File: src/logic/obj_pkg.sv
/*
 * sprite engine shared definitions
 * table geometry, register map, config bits
 * and the draw request carried to the line drawer
 */
`default_nettype none

package obj_pkg;

    // object table geometry
    localparam int obj_count = 128;               // sprite entries
    localparam int obj_bytes = 8;                 // bytes per entry
    localparam int tbl_aw    = 10;                // table and buffer address width
    localparam int slot_w    = $clog2(obj_count); // entry index width
    localparam int sub_w     = $clog2(obj_bytes); // byte index width

    // register map
    localparam logic [tbl_aw-1:0] reg_cfg = '0;

    // config register bits
    localparam int         cfg_irq_en = 0;  // vertical blank interrupt enable
    localparam int         cfg_obj_en = 4;  // table copy enable
    localparam logic [7:0] cfg_reset  = 8'h10;

    /*
     * entry layout
     * b0 active, priority   b1 size, code[12:8]   b2 code[7:0]   b3 attr
     * b4 vflip, y[8]        b5 y[7:0]             b6 hflip, x[8] b7 x[7:0]
     * sizes 4..7 behave as size 3
     */

    // one request per 16 pixel column of a sprite on the current line
    typedef struct packed {
        logic [12:0] code;
        logic [7:0]  attr;
        logic        hflip;
        logic        vflip;
        logic [8:0]  xpos;
        logic [3:0]  ysub;   // row inside the tile
    } draw_req_t;

endpackage

`default_nettype wire

File: src/logic/obj_regs.sv
/*
 * CPU register decode for the sprite engine
 * config register, status read-back, vertical blank interrupt
 */
`default_nettype none
`timescale 1ns/1ps

module obj_regs import obj_pkg::*; (
    input  wire        clk,
    input  wire        rst,
    input  wire        cs,
    input  wire        cpu_we,
    input  wire [10:0] cpu_addr,
    input  wire [7:0]  cpu_dout,
    input  wire        lvbl,
    input  wire        dma_busy,
    output logic [7:0] reg_dout,
    output logic       reg_sel,
    output logic       obj_en,
    output logic       irq_n
);

    logic [7:0] cfg;
    logic       lvbl_l;
    logic       reg_acc;
    logic       cfg_hit;
    logic       irq_en;

    assign reg_acc = cs & ~cpu_addr[10];       // register half of the map
    assign cfg_hit = cpu_addr[tbl_aw-1:0] == reg_cfg;
    assign irq_en  = cfg[cfg_irq_en];
    assign obj_en  = cfg[cfg_obj_en];

    always_ff @(posedge clk, posedge rst) begin
        if (rst) begin
            cfg     <= cfg_reset;
            lvbl_l  <= 1'b0;
            irq_n   <= 1'b1;
            reg_sel <= 1'b0;
        end else begin
            lvbl_l  <= lvbl;
            reg_sel <= reg_acc & ~cpu_we;      // steers cpu_din on the next cycle
            if (reg_acc && cpu_we && cfg_hit) begin
                cfg <= cpu_dout;
            end
            // interrupt held until the enable is cleared
            if (!irq_en) begin
                irq_n <= 1'b1;
            end else if (lvbl_l && !lvbl) begin
                irq_n <= 1'b0;                 // start of vertical blank
            end
        end
    end

    // status byte, only bit 0 is defined
    always_ff @(posedge clk) begin
        if (reg_acc && !cpu_we) begin
            reg_dout <= cfg_hit ? {7'd0, dma_busy} : 8'd0;
        end
    end

endmodule

`default_nettype wire

File: config.mk
export PLATFORM = sky130hd
export DESIGN_NAME = obj_regs
export DESIGN_NICKNAME = d
export VERILOG_FILES = /design/src/logic/obj_pkg.sv /design/src/logic/obj_regs.sv
export SDC_FILE = /design/constraint.sdc
export NUM_CORES = 1
export LEC_CHECK = 0
export BUFFER_PORTS_ARGS = -buffer_cell sky130_fd_sc_hd__clkbuf_2
export CAP_MARGIN = 20
export CORE_AREA = 2 2 39 41
export DETAILED_ROUTE_END_ITERATION = 7
export DIE_AREA = 0 0 41 43
export SETUP_SLACK_MARGIN = 0.2
export SYNTH_ARGS = -nofsm -noshare
export SYNTH_HDL_FRONTEND = slang
export SYNTH_SLANG_ARGS = --single-unit
File: constraint.sdc
create_clock -name clk -period 2.5 [get_ports clk]
set_clock_uncertainty 0.1 [all_clocks]
set_input_delay 0.125 -clock clk [delete_from_list [all_inputs] [get_ports clk]]
set_output_delay 0.125 -clock clk [all_outputs]
set_load 0.02 [all_outputs]
Yosys cells after proc, flatten, opt, wreduce, memory -nomap -nowiden
Cells that the tools add are included.

Register bits after elaboration: 16. Input bits: 25. Output and inout bits: 11. Logic and storage cells: 20.

Equality and inequality tests: 1. Multiplexer cells: 2. Bitwise logic cells: 4. Reduce and logical (&&, ||, !) cells: 7.

Operators with widths (count): zero test 10 bit (1); logical AND 1 bit (4); bitwise AND 1 bit (2); zero test 1 bit (2); 2-to-1 mux 1 bit (2); != test 2 x 1 -> 1 bit, second input constant (1); NOT 1 bit (2).

Depth between registers and ports, before layout
Depth in word-level cells: 4. Depth in mapped cells: 3. Mapped depth without buffers: 3.

Least setup slack after synthesis
No wires, ideal clock.

Path kind: input port to flip-flop. From: input cpu_addr[3]. To: register cfg[0]. Arrival time: 819 ps. Required time: 2275 ps. Setup slack: 1456 ps. Stages: 3. Path buffers: 0. Cells stage by stage: nor4_2 -> nand4_1 -> mux2_2.

Word-level cells in the longest chain between the ends: 2.

RTL lines: from (decl) (line obj_regs.sv:13) `input wire [10:0] cpu_addr,`; zero test 10 bit (line obj_regs.sv:30) `assign cfg_hit = cpu_addr[tbl_aw-1:0] == reg_cfg;`; logical AND 1 bit (line obj_regs.sv:43) `if (reg_acc && cpu_we && cfg_hit) begin`; to (signal assigned) (line obj_regs.sv:36) `cfg <= cfg_reset;`; to (signal assigned) (line obj_regs.sv:44) `cfg <= cpu_dout;`; to (decl) (line obj_regs.sv:23) `logic [7:0] cfg;`.

Every way passes these cells. A chain may end at the register's enable or synchronous reset.

Worst setup path after layout
From: input cpu_we. To: register reg_sel.

Word-level cells in the longest chain between the ends: 2.

RTL lines: from (decl) (line obj_regs.sv:12) `input wire cpu_we,`; NOT 1 bit (line obj_regs.sv:42) `reg_sel <= reg_acc & ~cpu_we;`; bitwise AND 1 bit (line obj_regs.sv:42); to (signal assigned) (line obj_regs.sv:42); to (decl) (line obj_regs.sv:18) `output logic reg_sel,`.

Every way passes these cells.

==> results.ini <==
[floorplanning]
dieArea_mm2 = 0.00176
core_mm2 = 0.00138
die_y_um = 43
start_util_pct = 22.6
io_pins = 36
fp.dieW_um = 41
rows = 14

[place]
dp_hpwl_um = 470
gp_congestion = 0.459
portBuffers = 22

[pwr]
switching_share_pct = 24.6
internal_power_mw = 0.180
comb_power_share_pct = 15.8
p_per_area_mw_per_mm2 = 497
cellLeakagePower_nw = 0.256
ir_drop_uv = 154
power.share.clock_pct = 41.2
seqPwrFrac_pct = 43.0
p_sw_mw = 0.0585

[setup_path]
cp_top_family = buffers and inverters
worstPathRequired_ps = 2580
cp-end-kind = flop
arrival_ps = 1650
cpPeakStageDelay_ps = 610
timing_worst_setup_path_type = in -> reg
cpMostUsedCell = dlygate4sd3_1
startpoint_type = input port
crit_fanout = 2
path_cells = dlygate4sd3_1 > clkbuf_2 > nor3b_1 > dlygate4sd3_1
crit_slowest_cell = dlygate4sd3_1
path_buf_inv = 3

[logic_synthesis]
synth_cells = 27
ys_warn_count = 0
yosysSeqAreaShare_pct = 50.4
syn_avg_cell_area_um2 = 11.6
ys_types = 15
ys_ff_latch = 6
synthesis.area_um2 = 313

[global_routing]
grtUsageMet1_pct = 6.49
grt_overflow = 0
grt_pass1_vias = 227
grt_max_degree = 6
busiest_layer = met2
track_usage_pct = 7.25
antenna_found_initial = 0
globalRouteMet2Util_pct = 11.3
globalRouteMet3Util_pct = 2.09
grt_pass1_wl_um = 821

[sta]
hold_violations = 0
fin_crit_sh_pct = 62.8
setup_viol = 0
hold_slack_ps = 12.6
rsz0062_at_grt = false
slew_viol_final = 0
post-route-min-period_ps = 1570
tns_ps = 0
fmaxAchievable_mhz = 637

[clock_tree]
tritoncts = yes
cts_made_buffers = 3
clk_pin_slew_ps = 50
cts_sinks = 6
clock_latency_ps = 240
h-tree-depth = 1
ctsRootBufferMaster = clkbuf_4
cts.path.max_buffers = 2

[layout]
mostFrequentLayoutCells = clkbuf_2, conb_1, dlygate4sd3_1
drive_gt1_share_pct = 55.4
finalNetCount = 82
antenna_cells = 0
final_common_cell = clkbuf_2
syn_to_final_growth_pct = 53.2

[worst_hold_path]
hold_class = in -> reg

[route]
drt-pass1-iter-count = 2
wire_per_inst_um = 8.10
drc = 0
detail_route.iter0.violations = 2
routed_wl_um = 583
vias = 275
drtAntennaViolNets = 0
avgViaCountPerCell = 3.82

[status]
status = finished, final reports clean

[run]
maxCapViolCount = 0

[cells in the mapped netlist]
| cell type | instances | area [um2] |
|---|---|---|
| and3b_1 | 1 | 8.76 |
| and4_1 | 1 | 8.76 |
| buf_4 | 7 | 52.6 |
| conb_1 | 1 | 3.75 |
| dfrtp_1 | 3 | 75.1 |
| dfstp_2 | 2 | 52.6 |
| edfxtp_1 | 1 | 30.0 |
| inv_1 | 2 | 7.51 |
| mux2_2 | 2 | 22.5 |
| nand2_1 | 1 | 3.75 |
| nand4_1 | 1 | 6.26 |
| nor2_1 | 1 | 3.75 |
| nor3b_1 | 1 | 7.51 |
| nor4_2 | 2 | 25.0 |
| o21ai_0 | 1 | 5.00 |
[cells by family after synthesis]
group	Yosys count	synth area share [%]
buffers and inverters	9	19.2
DFF	6	50.4
and+or+nand+nor	8	20.4
other	1	1.20
muxes	2	7.20
AOI/OAI and AO/OA	1	1.60
[stage by stage]
| stage | total power [mW] | area, um2 | util (%) | instances | worst slack (ps) |
|---|---|---|---|---|---|
| 2_1_floorplan | 0.128 | 335 | - | 33 | 1460 |
| 3_3_place_gp | 0.137 | 413 | 29.8 | 64 | 1260 |
| 3_5_place_dp | 0.137 | 413 | 29.8 | 64 | 1250 |
| 4_1_cts | 0.242 | 479 | 34.6 | 72 | 981 |
| 5_1_grt | 0.252 | 479 | 34.6 | 72 | 846 |
| 6_report | 0.238 | 479 | 34.6 | 72 | 930 |
[flip-flops by register name, summed over array words and instances, names as in the netlist]
name	count
irq_n	1
reg_dout	1
cfg	2
reg_sel	1
lvbl_l	1
[worst paths after layout]
kind                            slack [ps]               start            endpoint  cells past startpoint
worst max-delay path                   930              cpu_we   reg_sel$_DFF_PP0_                      4
worst min-delay path                    10         cpu_dout[0]  cfg[0]$_DFFE_PP0P_                      2
worst max register to register        1660  cfg[0]$_DFFE_PP0P_  cfg[0]$_DFFE_PP0P_                      1
worst min register to register         290  cfg[0]$_DFFE_PP0P_   irq_n$_DFFE_PP1P_                      1
max in group asynchronous             1850                 rst  cfg[4]$_DFFE_PP1P_                      3
min in group asynchronous              210                 rst   reg_sel$_DFF_PP0_                      3
[final cells by class]
cell class / count / area, um2
Fill cell: 149 / 905
Clock buffer: 4 / 26.3
Sequential cell: 6 / 158
Multi-Input combinational cell: 18 / 118
Inverter: 2 / 7.51
Timing Repair Buffer: 26 / 150
Tap cell: 16 / 20.0
[per-layer routing]
layer  vias to the layer above  part of all wire [%]
met1                       121                    39
met3                         2                   8.9
met2                        16                    49
met5                         -                     0
li1                        136                     -
met4                         0                   2.9
[power groups by stage]
stage,Clock [mW],Combinational (mW),Sequential [mW]
2_1_floorplan,0,0.0225,0.106
3_3_place_gp,0,0.0327,0.104
3_5_place_dp,0,0.0329,0.104
4_1_cts,0.102,0.0377,0.102
5_1_grt,0.108,0.0412,0.103
6_report,0.0980,0.0376,0.102
[timing repair]
item / 4_1_cts / 5_1_grt
hold buffers: 4 / 0
gates resized for setup: 0 / 0
endpoints found under the hold margin: 7 / 0
setup buffers: 0 / 0
Note: power is estimated with default switching activity, not from simulation.
