--- config.mk ---
export PLATFORM = sky130hd
export DESIGN_NAME = obj_scan
export DESIGN_NICKNAME = d
export VERILOG_FILES = /design/src/logic/obj_pkg.sv /design/src/logic/obj_scan.sv
export SDC_FILE = /design/constraint.sdc
export NUM_CORES = 1
export LEC_CHECK = 0
export BUFFER_PORTS_ARGS = -buffer_cell sky130_fd_sc_hd__buf_2
export CAP_MARGIN = 10
export CORE_MARGIN = 3
export CORE_UTILIZATION = 51
export DETAILED_ROUTE_END_ITERATION = 6
export GPL_TIMING_DRIVEN = 1
export MAX_ROUTING_LAYER = met4
export PLACE_DENSITY = 0.81
export SLEW_MARGIN = 20
export SYNTH_ARGS = -nofsm -noshare
export SYNTH_HDL_FRONTEND = slang
export SYNTH_SLANG_ARGS = --single-unit
--- constraint.sdc ---
create_clock -name clk -period 13.8 [get_ports clk]
set_clock_uncertainty 0.15 [all_clocks]
set_input_delay 0.69 -clock clk [delete_from_list [all_inputs] [get_ports clk]]
set_output_delay 0.69 -clock clk [all_outputs]
set_load 0.1 [all_outputs]
--- src/logic/obj_pkg.sv ---
/*
 * sprite engine shared definitions
 * table geometry, register map, config bits
 * and the draw request carried to the line drawer
 */
`default_nettype none

package obj_pkg;

    // object table geometry
    localparam int obj_count = 128;               // sprite entries
    localparam int obj_bytes = 8;                 // bytes per entry
    localparam int tbl_aw    = 10;                // table and buffer address width
    localparam int slot_w    = $clog2(obj_count); // entry index width
    localparam int sub_w     = $clog2(obj_bytes); // byte index width

    // register map
    localparam logic [tbl_aw-1:0] reg_cfg = '0;

    // config register bits
    localparam int         cfg_irq_en = 0;  // vertical blank interrupt enable
    localparam int         cfg_obj_en = 4;  // table copy enable
    localparam logic [7:0] cfg_reset  = 8'h10;

    /*
     * entry layout
     * b0 active, priority   b1 size, code[12:8]   b2 code[7:0]   b3 attr
     * b4 vflip, y[8]        b5 y[7:0]             b6 hflip, x[8] b7 x[7:0]
     * sizes 4..7 behave as size 3
     */

    // one request per 16 pixel column of a sprite on the current line
    typedef struct packed {
        logic [12:0] code;
        logic [7:0]  attr;
        logic        hflip;
        logic        vflip;
        logic [8:0]  xpos;
        logic [3:0]  ysub;   // row inside the tile
    } draw_req_t;

endpackage

`default_nettype wire

--- src/logic/obj_scan.sv ---
/*
 * line scanner
 * walks the priority buffer each line, tests sprites against it
 * and issues one four-phase draw request per 16 pixel column
 */
`default_nettype none
`timescale 1ns/1ps

module obj_scan import obj_pkg::*; #(
    parameter int line_first = 16
) (
    input  wire               clk,
    input  wire               rst,
    input  wire               hs,
    input  wire               lvbl,
    input  wire  [8:0]        vdump,
    input  wire  [7:0]        buf_data,
    input  wire               draw_ack,
    output logic [tbl_aw-1:0] buf_addr,
    output logic              draw_req,
    output draw_req_t         draw
);

    localparam logic [2:0] st_idle = 3'd0;
    localparam logic [2:0] st_read = 3'd1;   // fetch b0..b7
    localparam logic [2:0] st_req  = 3'd2;   // raise draw_req
    localparam logic [2:0] st_ackw = 3'd3;   // wait for draw_ack high
    localparam logic [2:0] st_relw = 3'd4;   // wait for draw_ack low

    logic [2:0]        state;
    logic              hs_l;
    logic [8:0]        line_l;
    logic [slot_w-1:0] slot;
    logic [sub_w:0]    sub;
    logic [2:0]        col;

    // entry fields
    logic [1:0]        s;
    logic [12:0]       code_base;
    logic [7:0]        attr;
    logic              vflip;
    logic              hflip;
    logic [8:0]        y;
    logic [8:0]        x;

    logic [2:0]        mask;
    logic [8:0]        dy;
    logic              in_zone;
    logic [2:0]        row;
    logic [2:0]        kcol;
    logic [12:0]       code_n;
    logic              last_col;
    logic              last_slot;
    logic              start;
    logic              at_b0;
    logic              at_b7;
    logic              next_slot;

    assign buf_addr = {slot, sub[sub_w-1:0]};

    assign mask     = 3'((4'd1 << s) - 4'd1);      // tiles per side minus one
    assign dy       = line_l - y;                  // wraps mod 512
    assign in_zone  = (dy >> (3'd4 + 3'(s))) == 9'd0;
    assign row      = dy[6:4] ^ (vflip ? mask : 3'd0);
    assign kcol     = col ^ (hflip ? mask : 3'd0);
    assign code_n   = code_base + (13'(row) << s) + 13'(kcol);
    assign last_col  = col == mask;
    assign last_slot = slot == slot_w'(obj_count - 1);

    assign start = hs & ~hs_l & lvbl & (state == st_idle) & (vdump >= 9'(line_first));
    assign at_b0 = (state == st_read) & (sub == (sub_w+1)'(1));
    assign at_b7 = (state == st_read) & (sub == (sub_w+1)'(obj_bytes));

    always_comb begin
        next_slot = 1'b0;
        if (at_b0 && !buf_data[7]) begin
            next_slot = 1'b1;                      // inactive slot
        end
        if (at_b7 && !in_zone) begin
            next_slot = 1'b1;
        end
        if (state == st_relw && !draw_ack && last_col) begin
            next_slot = 1'b1;                      // all columns sent
        end
    end

    always_ff @(posedge clk, posedge rst) begin
        if (rst) begin
            state    <= st_idle;
            hs_l     <= 1'b0;
            slot     <= '0;
            sub      <= '0;
            col      <= '0;
            draw_req <= 1'b0;
        end else begin
            hs_l <= hs;
            case (state)
                st_idle: begin
                    if (start) begin
                        slot  <= '0;
                        sub   <= '0;
                        state <= st_read;
                    end
                end
                st_read: begin
                    sub <= sub + 1'b1;
                    if (at_b7 && in_zone) begin
                        col   <= '0;
                        state <= st_req;
                    end
                end
                st_req: begin
                    if (!draw_ack) begin
                        draw_req <= 1'b1;
                        state    <= st_ackw;
                    end
                end
                st_ackw: begin
                    if (draw_ack) begin
                        draw_req <= 1'b0;
                        state    <= st_relw;
                    end
                end
                st_relw: begin
                    if (!draw_ack && !last_col) begin
                        col   <= col + 1'b1;
                        state <= st_req;
                    end
                end
                default: state <= st_idle;
            endcase
            if (next_slot) begin
                sub   <= '0;
                slot  <= slot + 1'b1;
                state <= last_slot ? st_idle : st_read;
            end
        end
    end

    // entry capture, one byte per cycle behind the read address
    always_ff @(posedge clk) begin
        if (start) begin
            line_l <= vdump;
        end
        if (state == st_read) begin
            case (sub)
                4'd2: begin
                    s               <= buf_data[7] ? 2'd3 : buf_data[6:5];
                    code_base[12:8] <= buf_data[4:0];
                end
                4'd3: code_base[7:0] <= buf_data;
                4'd4: attr <= buf_data;
                4'd5: {vflip, y[8]} <= buf_data[1:0];
                4'd6: y[7:0] <= buf_data;
                4'd7: {hflip, x[8]} <= buf_data[1:0];
                4'd8: x[7:0] <= buf_data;
                default: ;
            endcase
        end
        if (state == st_req && !draw_ack) begin   // held while draw_req is high
            draw.code  <= code_n;
            draw.attr  <= attr;
            draw.hflip <= hflip;
            draw.vflip <= vflip;
            draw.xpos  <= x + {2'b00, col, 4'b0000};
            draw.ysub  <= dy[3:0] ^ {4{vflip}};
        end
    end

endmodule

`default_nettype wire

; Word level (Yosys, flattened, before mapping)
; Index checks and enable logic that the tools add are counted.
[classes]
addsub = 9
n_lt_le_gt_ge = 1
n_eq_ne = 23
n_shift = 3
muxes = 25
bitwise_logic = 10
n_reduce_logical = 30
[op_table]
columns = op, count
row1 = $mux W3, 10
row2 = $mux W7, 3
row3 = $reduce_and A2 Y1, 9
row4 = $eq A4 B3 Y1 const B, 4
row5 = $pmux W3 S5, 1
row6 = $add A13 B13 Y13, 1
row7 = $add A13 B3 Y13, 1
row8 = $shl A3 B2 Y13, 1
row9 = $add A9 B7 Y9, 1
row10 = $ge A9 B5 Y1 const B, 1
row11 = $logic_not A9 Y1, 1
row12 = $ne A3 B3 Y1 const B, 3
row13 = $shr A9 B3 Y9, 1
row14 = $sub A9 B9 Y9, 1
row15 = $eq A4 B2 Y1 const B, 2
row16 = $mux W4, 2
row17 = $pmux W4 S2, 1
row18 = $reduce_bool A2 Y1, 4
row19 = $add A7 B1 Y7 const B, 1
row20 = $eq A7 B7 Y1 const B, 1
row21 = $logic_and A1 B1 Y1, 7
row22 = $and A1 B1 Y1, 6
row23 = $eq A3 B2 Y1 const B, 2
row24 = $mux W1, 6
row25 = 23 further kinds, 31
[totals]
ff_bits = 107
input_bits = 22
output_inout_bits = 47
word_cells = 124

; Depth between registers and ports, before layout
[logic_depth]
word_depth = 9
ltp_mapped = 22
ltp_nobuf = 22

; Worst setup path before layout
; OpenSTA, ideal clock, no wires.
[synth_path]
path_kind = reg2reg
startpoint = register line_l[0]
endpoint = register draw[35] (netlist bit) (data pin)
setup_ps = 267
t_arrival_ps = 3922
t_required_ps = 13383
slack_ps = 9462
stages_incl_launch_ff = 20
n_path_buf = 0
synth_period_minus_slack_ps = 4338
path_cell_list = edfxtp_1 > inv_1 > ha_1 > inv_1 > fa_1 > a21o_1 > a311o_1 > a221oi_2 > a211o_1 > nand2_1 > fa_1 > inv_1 > ha_1 > a21o_1 > a21oi_1 > o21ai_0 > a21o_1 > a21oi_1 > nor3b_1 > xor2_1
[synth_via]
elab_chain_cells = 5
[synth_rtl]
columns = item, line_no
row1 = from (decl), obj_scan.sv:32  ; logic [8:0] line_l;
row2 = from (signal assigned), obj_scan.sv:143  ; line_l <= vdump;
row3 = $sub A9 B9 Y9, obj_scan.sv:62  ; assign dy = line_l - y;
row4 = $xor A3 B3 Y3, obj_scan.sv:64  ; assign row = dy[6:4] ^ (vflip ? mask : 3'd0);
row5 = $shl A3 B2 Y13, obj_scan.sv:66  ; assign code_n = code_base + (13'(row) << s) + 13'(kcol);
row6 = $add A13 B13 Y13, obj_scan.sv:66
row7 = $add A13 B3 Y13, obj_scan.sv:66
row8 = named net code_n[12], obj_scan.sv:51  ; logic [12:0] code_n;
row9 = to (decl), obj_scan.sv:21  ; output draw_req_t draw
; The timed path passes the listed nets, and every way through them passes these cells.
; A chain may end at the register's enable or synchronous reset.

; Worst setup path after layout
; Same ends and word-level chain as after synthesis.

==> results.md <==
- Post-placement cell area: 5660 sq um
- Critical path launch point type: register
- Antenna cells: 0
- First-pass GRT wire length: 16,200 um
- Crit path max-delay family: compound AO/OA/AOI/OAI gates
- Num rows: 36
- Hold Path Class: in2async
- Core footprint: 9860 sq um
- Mux cell area share after synthesis: 0.00575
- Drt wl/cell: 16.4 um
- Pwr dens: 204 nW/um^2
- # IOs: 69
- Num CTS Buffers: 9
- Final setup violation count: 0
- Total grt overflow: 0
- Post-CTS Setup Inserts: 0
- Synth Area in XOR/XNOR: 0.0503
- GP Congestion: 0.889
- Final Cell Area: 5900 sq um
- Outcome: finished, final reports clean
- Resized Gates After CTS: 0
- Crit path buf inv count: 3
- Clk buf depth: 2
- Synth Area in Simple Gates: 0.0997
- FF-to-FF setup slack: 9.09 ns
- Clk sinks: 107
- Layout Nets: 531
- DR DRC count: 0
- CP Max Fanout: 3
- WL final: 10,100 um
- Cells after Synth: 409
- Sequential area share after synthesis: 0.597
- Initial antenna violation count: 0
- Critical Path Max Stage Delay: 0.54 ns
- Final min period: 4.71 ns
- Main synth FF type: edfxtp_1
- Post-synthesis adder-cell area fraction: 0.0853
- R2r worst-path depth: 19
- Largest net degree at the start of global routing: 38
- VDD IR max: 156 uV
- Main combinational cell family by area after synthesis: compound AO/OA/AOI/OAI gates
- Worst Setup End Kind: register
- DRT Pass-1 Iters: 5
- Worst-Skew Late Latency: 0.38 ns
- Post-Syn Area: 5220 sq um
- Synth warnings: 0
- Final Hold Fails: 0
- Final HPWL DP: 7310 um
- Vias in the first global route: 3,389
- Fillers: 766
- Max-slew violations: 0
- RR Endpoint: draw[35]
- Compound-Gate Fraction of Synth Area: 0.119
- Number of synthesized register bits: 107
- FFs w/ async S/R, synth: 0.178
- Max Cap Violations: 0
- Routed via count: 3,446
- Max-slew headroom: 0.525
- WS Path Type: reg2reg
- IO buf count: 68
- CTS tree: yes
- Pleak: 2.42 nW
- Die area: 11,500 sq um
- Clk pin slew, worst setup/hold paths: 0.11 ns
- RSZ-0062 raised after global routing: no
- Chip height: 107 um
- Worst slew pin tran: 0.712 ns
- Hold buffers post-CTS: 0
- Initial drt markers: 133
- Net Count, Synth: 463
- Fin crit share: 0.342
- Reg2reg start: line_l[0]
- Antenna-violating nets left: 0
- Layout area overhead: 12.9%
- Synth unique cells: 55
- Setup TNS Final: 0 ns
- Root buf cell: clkbuf_8
- Layout cells sized above 1: 0.203
- Final std cells w/o fill: 615
- Syn Area/Cell: 12.8 sq um
- Crit path DAT: 4.69 ns
- Total track usage: 0.190
- CP max-delay cell: fa_1
- FMAX: 212 MHz
- Critical path data required time: 13.77 ns
- Number of flops mapped to enable cells by yosys: 88
- Placed insts: 599
- H-tree depth: 3
- Width of the die: 107 um
- Vias per cell: 5.60
- Starting density of the core: 0.529
- Crit path cell chain: inv_1 -> ha_1 -> inv_1 -> fa_1 -> a21o_1 -> a311o_1 -> a221oi_2 -> a211o_1 -> nand2_1 -> fa_1 -> inv_1 -> ha_1 -> a21o_1 -> a21oi_1 -> o21ai_0 -> a21o_1 -> a21oi_1 -> nor3b_1 -> xor2_1
[flip-flops by register name (all words and copies together) (netlist names)]
| signal | count |
|---|---|
| slot | 7 |
| sub | 4 |
| code_base | 13 |
| s | 2 |
| x | 9 |
| vflip | 1 |
| col | 3 |
| draw | 36 |
| line_l | 9 |
| hs_l | 1 |
| state | 3 |
| hflip | 1 |
| y | 9 |
| draw_req | 1 |
| attr | 8 |
[worst register-to-register path, delay by kind of cell (launching register included)]
kind	cells	cell delay (ns)
AO/OA/AOI/OAI	9	2.02
XOR/XNOR	1	0.15
adder cells (fa/ha/maj)	4	1.41
flip-flops	1	0.38
buffers and inverters	3	0.18
AND/OR/NAND/NOR	2	0.16
[layout make-up]
| class | count | area [sq um] | area share |
|---|---|---|---|
| multi-input combinational | 249 | 1880 | 0.318 |
| clock buffer | 9 | 124 | 0.0210 |
| inverter | 41 | 154 | 0.0261 |
| tap | 133 | 166 | 0.0282 |
| sequential | 107 | 3120 | 0.529 |
| clock inverter | 7 | 110 | 0.0187 |
| timing repair buffer | 69 | 348 | 0.0590 |
[cells in the final DEF, fill, tap and decap left out, types with 2 or more instances in the layout]
| cell type | n |
|---|---|
| a211o_1 | 2 |
| a211oi_2 | 2 |
| a21o_1 | 9 |
| a21oi_1 | 15 |
| a22oi_1 | 5 |
| a31o_2 | 2 |
| a31oi_1 | 3 |
| and2_1 | 6 |
| and3_1 | 6 |
| buf_2 | 68 |
| bufinv_16 | 2 |
| clkbuf_8 | 9 |
| dfrtp_1 | 19 |
| edfxtp_1 | 88 |
| fa_1 | 6 |
| ha_1 | 26 |
| inv_1 | 41 |
| mux2i_1 | 3 |
| nand2_1 | 17 |
| nand2b_1 | 6 |
| nand3_1 | 14 |
| nand4_1 | 3 |
| nor2_1 | 19 |
| nor2b_1 | 5 |
| nor3_1 | 4 |
| nor3b_1 | 4 |
| o211ai_1 | 2 |
| o21a_1 | 3 |
| o21ai_0 | 16 |
| o21ai_1 | 3 |
| o22ai_1 | 5 |
| o31ai_1 | 7 |
| o31ai_2 | 2 |
| or2_2 | 3 |
| or3_1 | 3 |
| or4_1 | 2 |
| xnor2_1 | 19 |
| xor2_1 | 11 |
[synthesized netlist by cell type, drive strengths merged (2+ instances only)]
| cell | count | share of area |
|---|---|---|
| or2 | 3 | 0.0036 |
| o211ai | 2 | 0.0029 |
| buf | 6 | 0.0096 |
| nor2b | 5 | 0.0060 |
| and2 | 6 | 0.0072 |
| nand4 | 3 | 0.0036 |
| and3 | 6 | 0.0072 |
| xnor2 | 19 | 0.032 |
| nor3b | 4 | 0.0058 |
| o21ai | 19 | 0.018 |
| or4 | 2 | 0.0029 |
| or3 | 3 | 0.0036 |
| o31ai | 9 | 0.015 |
| nor3 | 4 | 0.0038 |
| dfrtp | 19 | 0.091 |
| mux2i | 3 | 0.0058 |
| a211o | 2 | 0.0034 |
| clkbuf | 6 | 0.0043 |
| o21a | 3 | 0.0043 |
| ha | 26 | 0.062 |
| a31o | 2 | 0.0034 |
| nand3 | 14 | 0.013 |
| a211oi | 2 | 0.0048 |
| a22oi | 5 | 0.0072 |
| fa | 6 | 0.023 |
| nor2 | 19 | 0.014 |
| a31oi | 4 | 0.0060 |
| nand2 | 17 | 0.012 |
| inv | 41 | 0.029 |
| o22ai | 5 | 0.0060 |
| edfxtp | 88 | 0.51 |
| a21o | 9 | 0.013 |
| xor2 | 11 | 0.018 |
| a21oi | 15 | 0.014 |
| nand2b | 7 | 0.0098 |
[how the worst max path moves through the flow]
stage | start | end | slack, ns | depth (start not counted)
3_5_place_dp | line_l[0] | draw[35] | 9.10 | 19
6_report | line_l[0] | draw[35] | 9.09 | 19
3_3_place_gp | line_l[0] | draw[35] | 9.27 | 19
5_1_grt | line_l[0] | draw[35] | 8.82 | 19
4_1_cts | line_l[0] | draw[35] | 9.05 | 19
2_1_floorplan | line_l[0] | draw[35] | 9.46 | 19
[per-layer routing]
metal  vias up  routed length (um)  track usage
li1       1628                   -            -
met1      1665                4090        0.230
met2       132                5200        0.314
met3        21                 600       0.0355
met4         0                 184       0.0795
met5         -                   0            -
[kinds of logic after synthesis]
family / Yosys count
flops: 107
simple gates: 97
compound gates: 87
buf+inv: 53
fa+ha+maj: 32
xor+xnor: 30
mux: 3
[power by group]
part | total [W] | switching (W) | leakage (nW) | internal [W]
Combinational | 0.000518 | 0.000397 | 1.26 | 0.000121
Clock | 0.000218 | 0.000112 | 0.118 | 0.000106
Sequential | 0.000467 | 0.0000477 | 1.04 | 0.000419
Total | 0.00120 | 0.000557 | 2.42 | 0.000646
[stage by stage]
step	hold WS (ns)	total power, W	util	worst slack (ns)
after floorplan	0.250	0.000908	-	9.46
after global placement	0.252	0.000979	0.574	9.27
after detailed placement	0.255	0.000992	0.574	9.10
after CTS	0.254	0.00121	0.598	9.05
after global routing	0.251	0.00127	0.598	8.82
final	0.251	0.00120	0.598	9.09
No activity file was read; power rests on OpenSTA's default activity.
