File: src/logic/obj_pkg.sv
/*
 * sprite engine shared definitions
 * table geometry, register map, config bits
 * and the draw request carried to the line drawer
 */
`default_nettype none

package obj_pkg;

    // object table geometry
    localparam int obj_count = 128;               // sprite entries
    localparam int obj_bytes = 8;                 // bytes per entry
    localparam int tbl_aw    = 10;                // table and buffer address width
    localparam int slot_w    = $clog2(obj_count); // entry index width
    localparam int sub_w     = $clog2(obj_bytes); // byte index width

    // register map
    localparam logic [tbl_aw-1:0] reg_cfg = '0;

    // config register bits
    localparam int         cfg_irq_en = 0;  // vertical blank interrupt enable
    localparam int         cfg_obj_en = 4;  // table copy enable
    localparam logic [7:0] cfg_reset  = 8'h10;

    /*
     * entry layout
     * b0 active, priority   b1 size, code[12:8]   b2 code[7:0]   b3 attr
     * b4 vflip, y[8]        b5 y[7:0]             b6 hflip, x[8] b7 x[7:0]
     * sizes 4..7 behave as size 3
     */

    // one request per 16 pixel column of a sprite on the current line
    typedef struct packed {
        logic [12:0] code;
        logic [7:0]  attr;
        logic        hflip;
        logic        vflip;
        logic [8:0]  xpos;
        logic [3:0]  ysub;   // row inside the tile
    } draw_req_t;

endpackage

`default_nettype wire

File: src/logic/obj_dma.sv
/*
 * vertical blank copy engine
 * clears the priority buffer, then copies active table entries
 * into the buffer slot given by their priority byte
 */
`default_nettype none
`timescale 1ns/1ps

module obj_dma import obj_pkg::*; (
    input  wire               clk,
    input  wire               rst,
    input  wire               lvbl,
    input  wire               obj_en,
    input  wire  [7:0]        tbl_data,
    output logic [tbl_aw-1:0] tbl_addr,
    output logic              buf_we,
    output logic [tbl_aw-1:0] buf_addr,
    output logic [7:0]        buf_data,
    output logic              dma_busy
);

    localparam logic [1:0] st_idle  = 2'd0;
    localparam logic [1:0] st_clear = 2'd1;
    localparam logic [1:0] st_copy  = 2'd2;

    logic [1:0]        state;
    logic              lvbl_l;
    logic [tbl_aw-1:0] rd_addr;    // clear counter, then table read address
    logic [tbl_aw-1:0] a_d;        // address of the byte now on tbl_data
    logic              iss;        // table reads still being issued
    logic              v_d;        // tbl_data holds a wanted byte
    logic [slot_w-1:0] prio;
    logic [tbl_aw:0]   rd_next;
    logic [tbl_aw:0]   skip_next;
    logic              first;
    logic              skip;
    logic              clearing;

    assign rd_next   = {1'b0, rd_addr} + 1'b1;
    assign skip_next = {1'b0, a_d[tbl_aw-1:sub_w], {sub_w{1'b0}}} + (tbl_aw+1)'(obj_bytes);
    assign first     = a_d[sub_w-1:0] == '0;
    assign skip      = (state == st_copy) & v_d & first & ~tbl_data[7];
    assign clearing  = state == st_clear;

    assign dma_busy = state != st_idle;
    assign tbl_addr = rd_addr;
    // b0 of an entry routes itself, later bytes use the stored priority
    assign buf_we   = clearing | ((state == st_copy) & v_d & (~first | tbl_data[7]));
    assign buf_addr = clearing ? rd_addr
                               : {(first ? tbl_data[slot_w-1:0] : prio), a_d[sub_w-1:0]};
    assign buf_data = clearing ? 8'd0 : tbl_data;

    always_ff @(posedge clk, posedge rst) begin
        if (rst) begin
            state   <= st_idle;
            lvbl_l  <= 1'b0;
            rd_addr <= '0;
            iss     <= 1'b0;
            v_d     <= 1'b0;
        end else begin
            lvbl_l <= lvbl;
            case (state)
                st_idle: begin
                    if (lvbl_l && !lvbl && obj_en) begin
                        state   <= st_clear;
                        rd_addr <= '0;
                    end
                end
                st_clear: begin
                    rd_addr <= rd_next[tbl_aw-1:0];
                    if (rd_next[tbl_aw]) begin  // wrapped back to 0
                        state <= st_copy;
                        iss   <= 1'b1;
                    end
                end
                st_copy: begin
                    v_d <= iss;
                    if (iss) begin
                        rd_addr <= rd_next[tbl_aw-1:0];
                        if (rd_next[tbl_aw]) begin
                            iss <= 1'b0;       // last table byte issued
                        end
                    end
                    // inactive entry, drop the byte in flight and jump ahead
                    if (skip) begin
                        rd_addr <= skip_next[tbl_aw-1:0];
                        iss     <= ~skip_next[tbl_aw];
                        v_d     <= 1'b0;
                    end
                    if (!iss && !v_d) begin
                        state <= st_idle;
                    end
                end
                default: state <= st_idle;
            endcase
        end
    end

    always_ff @(posedge clk) begin
        a_d <= rd_addr;
        if (v_d && first) begin
            prio <= tbl_data[slot_w-1:0];
        end
    end

endmodule

`default_nettype wire

File: config.mk
export PLATFORM = sky130hd
export DESIGN_NAME = obj_dma
export DESIGN_NICKNAME = d
export VERILOG_FILES = /design/src/logic/obj_pkg.sv /design/src/logic/obj_dma.sv
export SDC_FILE = /design/constraint.sdc
export NUM_CORES = 1
export LEC_CHECK = 0
export BUFFER_PORTS_ARGS = -buffer_cell sky130_fd_sc_hd__buf_2
export CAP_MARGIN = 20
export CORE_MARGIN = 3
export CORE_UTILIZATION = 45
export CTS_CLUSTER_DIAMETER = 30
export DETAILED_ROUTE_END_ITERATION = 6
export MAX_ROUTING_LAYER = met4
export PLACE_DENSITY_LB_ADDON = 0.08
export SYNTH_ARGS = -nofsm -noshare
export SYNTH_HDL_FRONTEND = slang
export SYNTH_SLANG_ARGS = --single-unit
File: constraint.sdc
create_clock -name clk -period 1.75 [get_ports clk]
set_clock_uncertainty 0.15 [all_clocks]
set_input_delay 0.35 -clock clk [delete_from_list [all_inputs] [get_ports clk]]
set_output_delay 0.35 -clock clk [all_outputs]
set_load 0.03 [all_outputs]
# Word-level counts from Yosys, hierarchy flattened
# Cells that the tools add are included.
classes:
  n_addsub: 2
  eq_ne: 6
  bitwise_logic: 9
  n_reduce_logical: 15
  muxes: 17
ops:
  columns: ["operator", "n"]
  rows:
  - ["$mux W10", 4]
  - ["$pmux W10 S3", 1]
  - ["$add A10 B1 Y11 const B", 1]
  - ["$add A10 B4 Y11 const B", 1]
  - ["$mux W8", 1]
  - ["$mux W7", 1]
  - ["$mux W2", 3]
  - ["$pmux W2 S3", 1]
  - ["$reduce_and A3 Y1", 2]
  - ["$mux W1", 5]
  - ["$and A1 B1 Y1", 4]
  - ["$logic_and A1 B1 Y1", 4]
  - ["$ne A2 B2 Y1 const B", 2]
  - ["$reduce_bool A2 Y1", 2]
  - ["$logic_not A1 Y1", 3]
  - ["$logic_not A3 Y1", 1]
  - ["$ne A3 B3 Y1 const B", 1]
  - ["$not A1 Y1", 3]
  - ["$reduce_bool A3 Y1", 1]
  - ["$eq A2 B1 Y1 const B", 1]
  - ["$eq A2 B2 Y1 const B", 1]
  - ["$logic_not A2 Y1", 1]
  - ["$ne A2 B1 Y1 const B", 1]
  - ["$or A1 B1 Y1", 2]
  - ["other kinds (2)", 2]
totals:
  output_inout_bits: 30
  elab_cells: 56
  ff_bits: 32
  inputBits: 12

# Depth between registers and ports, before layout
depth:
  ltp_word: 6
  mapped_depth: 7
  mapped_depth_nobuf: 6

# Worst setup path after synthesis
# No wires, ideal clock.
synth_path:
  kind: "register -> output"
  from: "register state[1]"
  to: "output port buf_addr[6]"
  t_required_ps: 1250
  slack_ps: -540
  stages_incl_launch_ff: 6
  arrival_time_ps: 1790
  n_path_buf: 2
  cell_sequence: "dfrtp_1 -> inv_1 -> ha_1 -> clkbuf_1 -> clkbuf_1 -> o21ai_0"
synth_via:
  elab_chain_cells: 2
synth_lines:
  columns: ["item", "line_no", "text"]
  rows:
  - ["start, declared", "obj_dma.sv:26", "logic [1:0] state;"]
  - ["start signal, assigned", "obj_dma.sv:55", "state <= st_idle;"]
  - ["start signal, assigned", "obj_dma.sv:65", "state <= st_clear;"]
  - ["start signal, assigned", "obj_dma.sv:72", "state <= st_copy;"]
  - ["$eq A2 B1 Y1", "obj_dma.sv:43", "assign clearing = state == st_clear;"]
  - ["$mux W10", "obj_dma.sv:49", "assign buf_addr = clearing ? rd_addr"]
  - ["end, declared", "obj_dma.sv:17", "output logic [tbl_aw-1:0] buf_addr,"]
# Every way passes these cells.

# Worst setup path in the final report
layout_path:
  from: "register a_d[1]"
  to: "output port buf_addr[7]"
layout_via:
  elab_chain_cells: 3
layout_lines:
  columns: ["item", "line_no", "text"]
  rows:
  - ["start, declared", "obj_dma.sv:29", "logic [tbl_aw-1:0] a_d;"]
  - ["start signal, assigned", "obj_dma.sv:100", "a_d <= rd_addr;"]
  - ["$logic_not A3 Y1", "obj_dma.sv:41", "assign first = a_d[sub_w-1:0] == '0;"]
  - ["$mux W7", "obj_dma.sv:50", ": {(first ? tbl_data[slot_w-1:0] : prio), a_d[sub_w-1:0]};"]
  - ["$mux W10", "obj_dma.sv:49", null]
# Every way passes these cells.

==> flow_summary.html <==
<table>
<tr><th>Metric</th><th>Value</th></tr>
<tr><th colspan="2">Timing</th></tr>
<tr><td>Final Cycle Share</td><td>125%</td></tr>
<tr><td>Unrepaired setup endpoints after global routing</td><td>true</td></tr>
<tr><td>Post-layout min period</td><td>2.19 ns</td></tr>
<tr><td>Upper clock frequency limit</td><td>0.457 GHz</td></tr>
<tr><td>Slew Limit Headroom</td><td>74.5%</td></tr>
<tr><td>Final Hold Violating Endpoints</td><td>0</td></tr>
<tr><td>Final Worst Setup Slack</td><td>-0.440 ns</td></tr>
<tr><td>Final count of pins violating max slew</td><td>0</td></tr>
<tr><td>Transition time at the pin with the least slew margin</td><td>0.379 ns</td></tr>
<tr><td>Number of endpoints failing setup at the final stage</td><td>32</td></tr>
<tr><th colspan="2">Finish</th></tr>
<tr><td>Final Cell Area</td><td>3070 um^2</td></tr>
<tr><td>Commonest non-fill, non-tap cell in the layout</td><td>buf_4</td></tr>
<tr><td>Relative area change from synthesis to final layout</td><td>72.4%</td></tr>
<tr><td>Commonest cells after routing, fill and taps aside</td><td>51 x buf_4, 24 x buf_6, 22 x buf_2, 17 x nand2_1</td></tr>
<tr><td>Antenna diodes</td><td>0</td></tr>
<tr><td>Final Net Count</td><td>309</td></tr>
<tr><td>Proportion of layout cells with a drive suffix above 1</td><td>57.7%</td></tr>
<tr><td>Final standard cell count with taps included and fillers excluded</td><td>339</td></tr>
<tr><th colspan="2">Synthesis</th></tr>
<tr><td>Adder and majority cell fraction of the synthesized area</td><td>4.91%</td></tr>
<tr><td>Largest area contributor in the netlist</td><td>dfrtp_1</td></tr>
<tr><td>Nets in the synthesized netlist</td><td>203</td></tr>
<tr><td>Cell variety after synth</td><td>42</td></tr>
<tr><td>Top cell type's share of synthesized area</td><td>21.1%</td></tr>
<tr><td>Syn Inst Count</td><td>184</td></tr>
<tr><td>Total of warnings raised by yosys</td><td>0</td></tr>
<tr><td>Synthesized cell area</td><td>1780 um^2</td></tr>
<tr><td>Synth Area in XOR/XNOR</td><td>2.46%</td></tr>
<tr><td>Compound-cell area share of the yosys netlist</td><td>18.7%</td></tr>
<tr><td>Flops &amp; latches, synth</td><td>32</td></tr>
<tr><td>Top cells by area, synth</td><td>dfrtp_1 21%, edfxtp_1 12%, dfxtp_1 11%</td></tr>
<tr><td>Post-synthesis sequential area ratio</td><td>44.1%</td></tr>
<tr><td>Mux cell area share after synthesis</td><td>8.21%</td></tr>
<tr><td>Dominant combinational cell family by area after synthesis</td><td>compound AO/OA/AOI/OAI gates</td></tr>
<tr><td>Syn avg cell area</td><td>9.69 um^2</td></tr>
<tr><td>Simple-Gate Fraction of Synth Area</td><td>17.8%</td></tr>
<tr><th colspan="2">Route</th></tr>
<tr><td>DRC violation count after routing</td><td>0</td></tr>
<tr><td>Routed via count</td><td>1931</td></tr>
<tr><td>Number of optimization iterations in the first detailed-route pass</td><td>4</td></tr>
<tr><td>Average via count per standard cell</td><td>5.70</td></tr>
<tr><td>Avg WL per Cell</td><td>18.1 um</td></tr>
<tr><td>Iter 0 DRT Violations</td><td>115</td></tr>
<tr><td>Count of nets left with antenna violations after detail routing</td><td>0</td></tr>
<tr><td>Detailed-route wire length</td><td>6.14 mm</td></tr>
<tr><th colspan="2">Place</th></tr>
<tr><td>Number of buffer cells added on primary ports</td><td>41</td></tr>
<tr><td>Placed instance count</td><td>314</td></tr>
<tr><td>Placed wire-length estimate</td><td>3.86 mm</td></tr>
<tr><td>Standard cell area after detailed placement</td><td>2490 um^2</td></tr>
<tr><td>Routability cong.</td><td>0.884</td></tr>
<tr><th colspan="2">Setup path</th></tr>
<tr><td>Worst Path Required</td><td>1.25 ns</td></tr>
<tr><td>Category of the critical setup timing path</td><td>reg -&gt; out</td></tr>
<tr><td>Slowest CP cell</td><td>or3_4</td></tr>
<tr><td>Element type at the critical path end</td><td>output pin</td></tr>
<tr><td>Critical Path, Cell by Cell</td><td>or3_4 &gt; mux2i_1 &gt; o21ai_4 &gt; buf_2</td></tr>
<tr><td>Largest fanout on the critical path</td><td>7</td></tr>
<tr><td>Data arrival time of the worst path</td><td>1.69 ns</td></tr>
<tr><td>Type of origin of the critical path</td><td>flip-flop</td></tr>
<tr><td>Highest cell delay on the worst timing path</td><td>0.45 ns</td></tr>
<tr><th colspan="2">Power</th></tr>
<tr><td>Maximum VDD drop</td><td>895 uV</td></tr>
<tr><td>Total leakage power</td><td>1.37 nW</td></tr>
<tr><td>Power, Total</td><td>4.89 mW</td></tr>
<tr><td>Power per cell area</td><td>1590 nW/um^2</td></tr>
<tr><th colspan="2">Clocking</th></tr>
<tr><td>Number of H-tree branching levels</td><td>2</td></tr>
<tr><td>Latest clock arrival within the worst-skew pair</td><td>0.30 ns</td></tr>
<tr><td>Cts bufs inserted</td><td>5</td></tr>
<tr><td>Max clock buf depth</td><td>2</td></tr>
<tr><td>Clock sink total</td><td>32</td></tr>
<tr><td>Clock edge transition at the registers on the reported setup and hold paths</td><td>0.08 ns</td></tr>
<tr><td>Root buffer selected by CTS</td><td>clkbuf_8</td></tr>
<tr><td>Clock tree from TritonCTS</td><td>yes</td></tr>
<tr><th colspan="2">Floorplan</th></tr>
<tr><td>Core ar.</td><td>3740 um^2</td></tr>
<tr><td>Initial core utilization</td><td>47.6%</td></tr>
<tr><td>Number of placed I/O pins</td><td>42</td></tr>
<tr><td>Die W</td><td>68.9 um</td></tr>
<tr><td>Chip Height</td><td>68.9 um</td></tr>
<tr><td>Floorplan die area</td><td>4750 um^2</td></tr>
<tr><td>Number of placement rows</td><td>22</td></tr>
<tr><th colspan="2">GRT</th></tr>
<tr><td>Vias in the first global route</td><td>1930</td></tr>
<tr><td>Final global-route overflow total</td><td>0</td></tr>
<tr><td>Initial antenna violation count</td><td>0</td></tr>
<tr><td>Overall routing resource usage</td><td>28.7%</td></tr>
<tr><td>Global-route wire length before repair</td><td>9.38 mm</td></tr>
<tr><td>Largest net degree at the start of global routing</td><td>12</td></tr>
<tr><th colspan="2">Status</th></tr>
<tr><td>Outcome</td><td>finished with violations</td></tr>
<tr><td>Violations in the final reports</td><td>setup timing</td></tr>
<tr><th colspan="2">Flow run</th></tr>
<tr><td>Reported max-cap violation count</td><td>0</td></tr>
<tr><th colspan="2">Worst hold path</th></tr>
<tr><td>Classification of the worst-slack hold path</td><td>in -&gt; reg</td></tr>
</table>
[cell type report]
| cell class | instances | area [um^2] |
|---|---|---|
| Multi-Input combinational cell | 137 | 1160 |
| Clock buffer | 5 | 68.8 |
| Sequential cell | 32 | 798 |
| Tap cell | 48 | 60.1 |
| Fill cell | 210 | 669 |
| Clock inverter | 3 | 42.5 |
| Inverter | 9 | 36.3 |
| Timing Repair Buffer | 105 | 906 |
[repair_timing]
item	4_1_cts	5_1_grt
setup endpoints to repair	33	33
hold buffers	1	0
setup buffers	9	5
gates resized for setup	60	31
pin swaps	9	7
endpoints found under the hold margin	7	0
cloned	2	0
[per-layer routing]
| layer | share of wire (%) | up-vias | wire, um | GRT usage [%] |
|---|---|---|---|---|
| met5 | 0 | - | 0 | - |
| met4 | 2.9 | 0 | 181 | 12.9 |
| met3 | 7.4 | 17 | 454 | 6.81 |
| met2 | 52 | 85 | 3170 | 48.2 |
| met1 | 38 | 939 | 2330 | 32.3 |
| li1 | - | 890 | - | - |
[state kept, by name, indices dropped and copies added, names as in the netlist]
signal	flops
state	2
iss	1
tbl_addr	10
v_d	1
lvbl_l	1
prio	7
a_d	10
[cell usage after synthesis]
master and instances:
mux2_2 5, a22o_1 2, clkbuf_1 5, o2bb2ai_1 1
a31oi_1 2, ha_1 7, and2_1 1, o211a_4 1
nand3_1 7, nor2_2 1, edfxtp_1 7, o32ai_1 4
a32o_1 5, buf_6 1, or3_4 1, o311a_1 1
o211ai_1 4, mux2i_1 9, a31o_2 1, xor2_1 2
nand3_2 1, o21ai_0 12, nand4_1 1, a21oi_1 7
a21boi_1 1, and2b_1 1, dfrtp_1 15, buf_2 1
or4_1 1, and3_1 5, inv_1 9, nor3_1 4
nor2b_1 9, nand2_1 19, o22ai_1 1, o21ai_1 5
o21ai_2 1, dfxtp_1 10, nand2b_1 1, nor2_1 8
xnor2_1 3, or3_1 2
[critical path: cells and delay by family, from the launching register on]
| kind | cells | cell delay, ns |
|---|---|---|
| AO/OA/AOI/OAI | 1 | 0.10 |
| multiplexers | 1 | 0.33 |
| AND/OR/NAND/NOR | 1 | 0.45 |
| flip-flops | 1 | 0.33 |
| buffers and inverters | 1 | 0.19 |
[stage by stage]
| step | hold slack, ns | utilization (%) | setup slack, ns | setup TNS [ns] |
|---|---|---|---|---|
| floorplan | 0.101 | - | -0.101 | -0.707 |
| global placement | 0.150 | 66.5 | -0.110 | -1.62 |
| detailed placement | 0.183 | 66.5 | -0.151 | -2.82 |
| CTS | 0.0334 | 77.8 | -0.397 | -8.13 |
| global route | 0.0380 | 82.1 | -0.488 | -9.96 |
| finish | 0.0312 | 82.1 | -0.440 | -8.63 |
[cell families (layout without fill, tap and decap cells)]
group | Yosys count | count (layout)
mux | 14 | 14
fa+ha+maj | 7 | 7
flops | 32 | 32
simple gates | 62 | 62
compound gates | 48 | 49
xor+xnor | 5 | 5
buf+inv | 16 | 122
[final timing paths]
check	from	endpoint	slack, ns	depth (start not counted)
min	lvbl	lvbl_l	0.03	1
max in group asynchronous	rst	tbl_addr[8]	0.59	4
max reg2reg	a_d[1]	tbl_addr[0]	-0.28	6
max	a_d[1]	buf_addr[7]	-0.44	4
min reg2reg	tbl_addr[2]	a_d[2]	0.31	0
min in group asynchronous	rst	tbl_addr[1]	0.41	3
[power by group]
group	leakage [nW]	total, mW	switching (mW)	internal, mW
sequential	0.332	1.02	0.107	0.918
combinational	0.983	3.14	1.56	1.58
clock	0.0541	0.724	0.303	0.421
total	1.37	4.89	1.97	2.92
No activity file was read; power rests on OpenSTA's default activity.
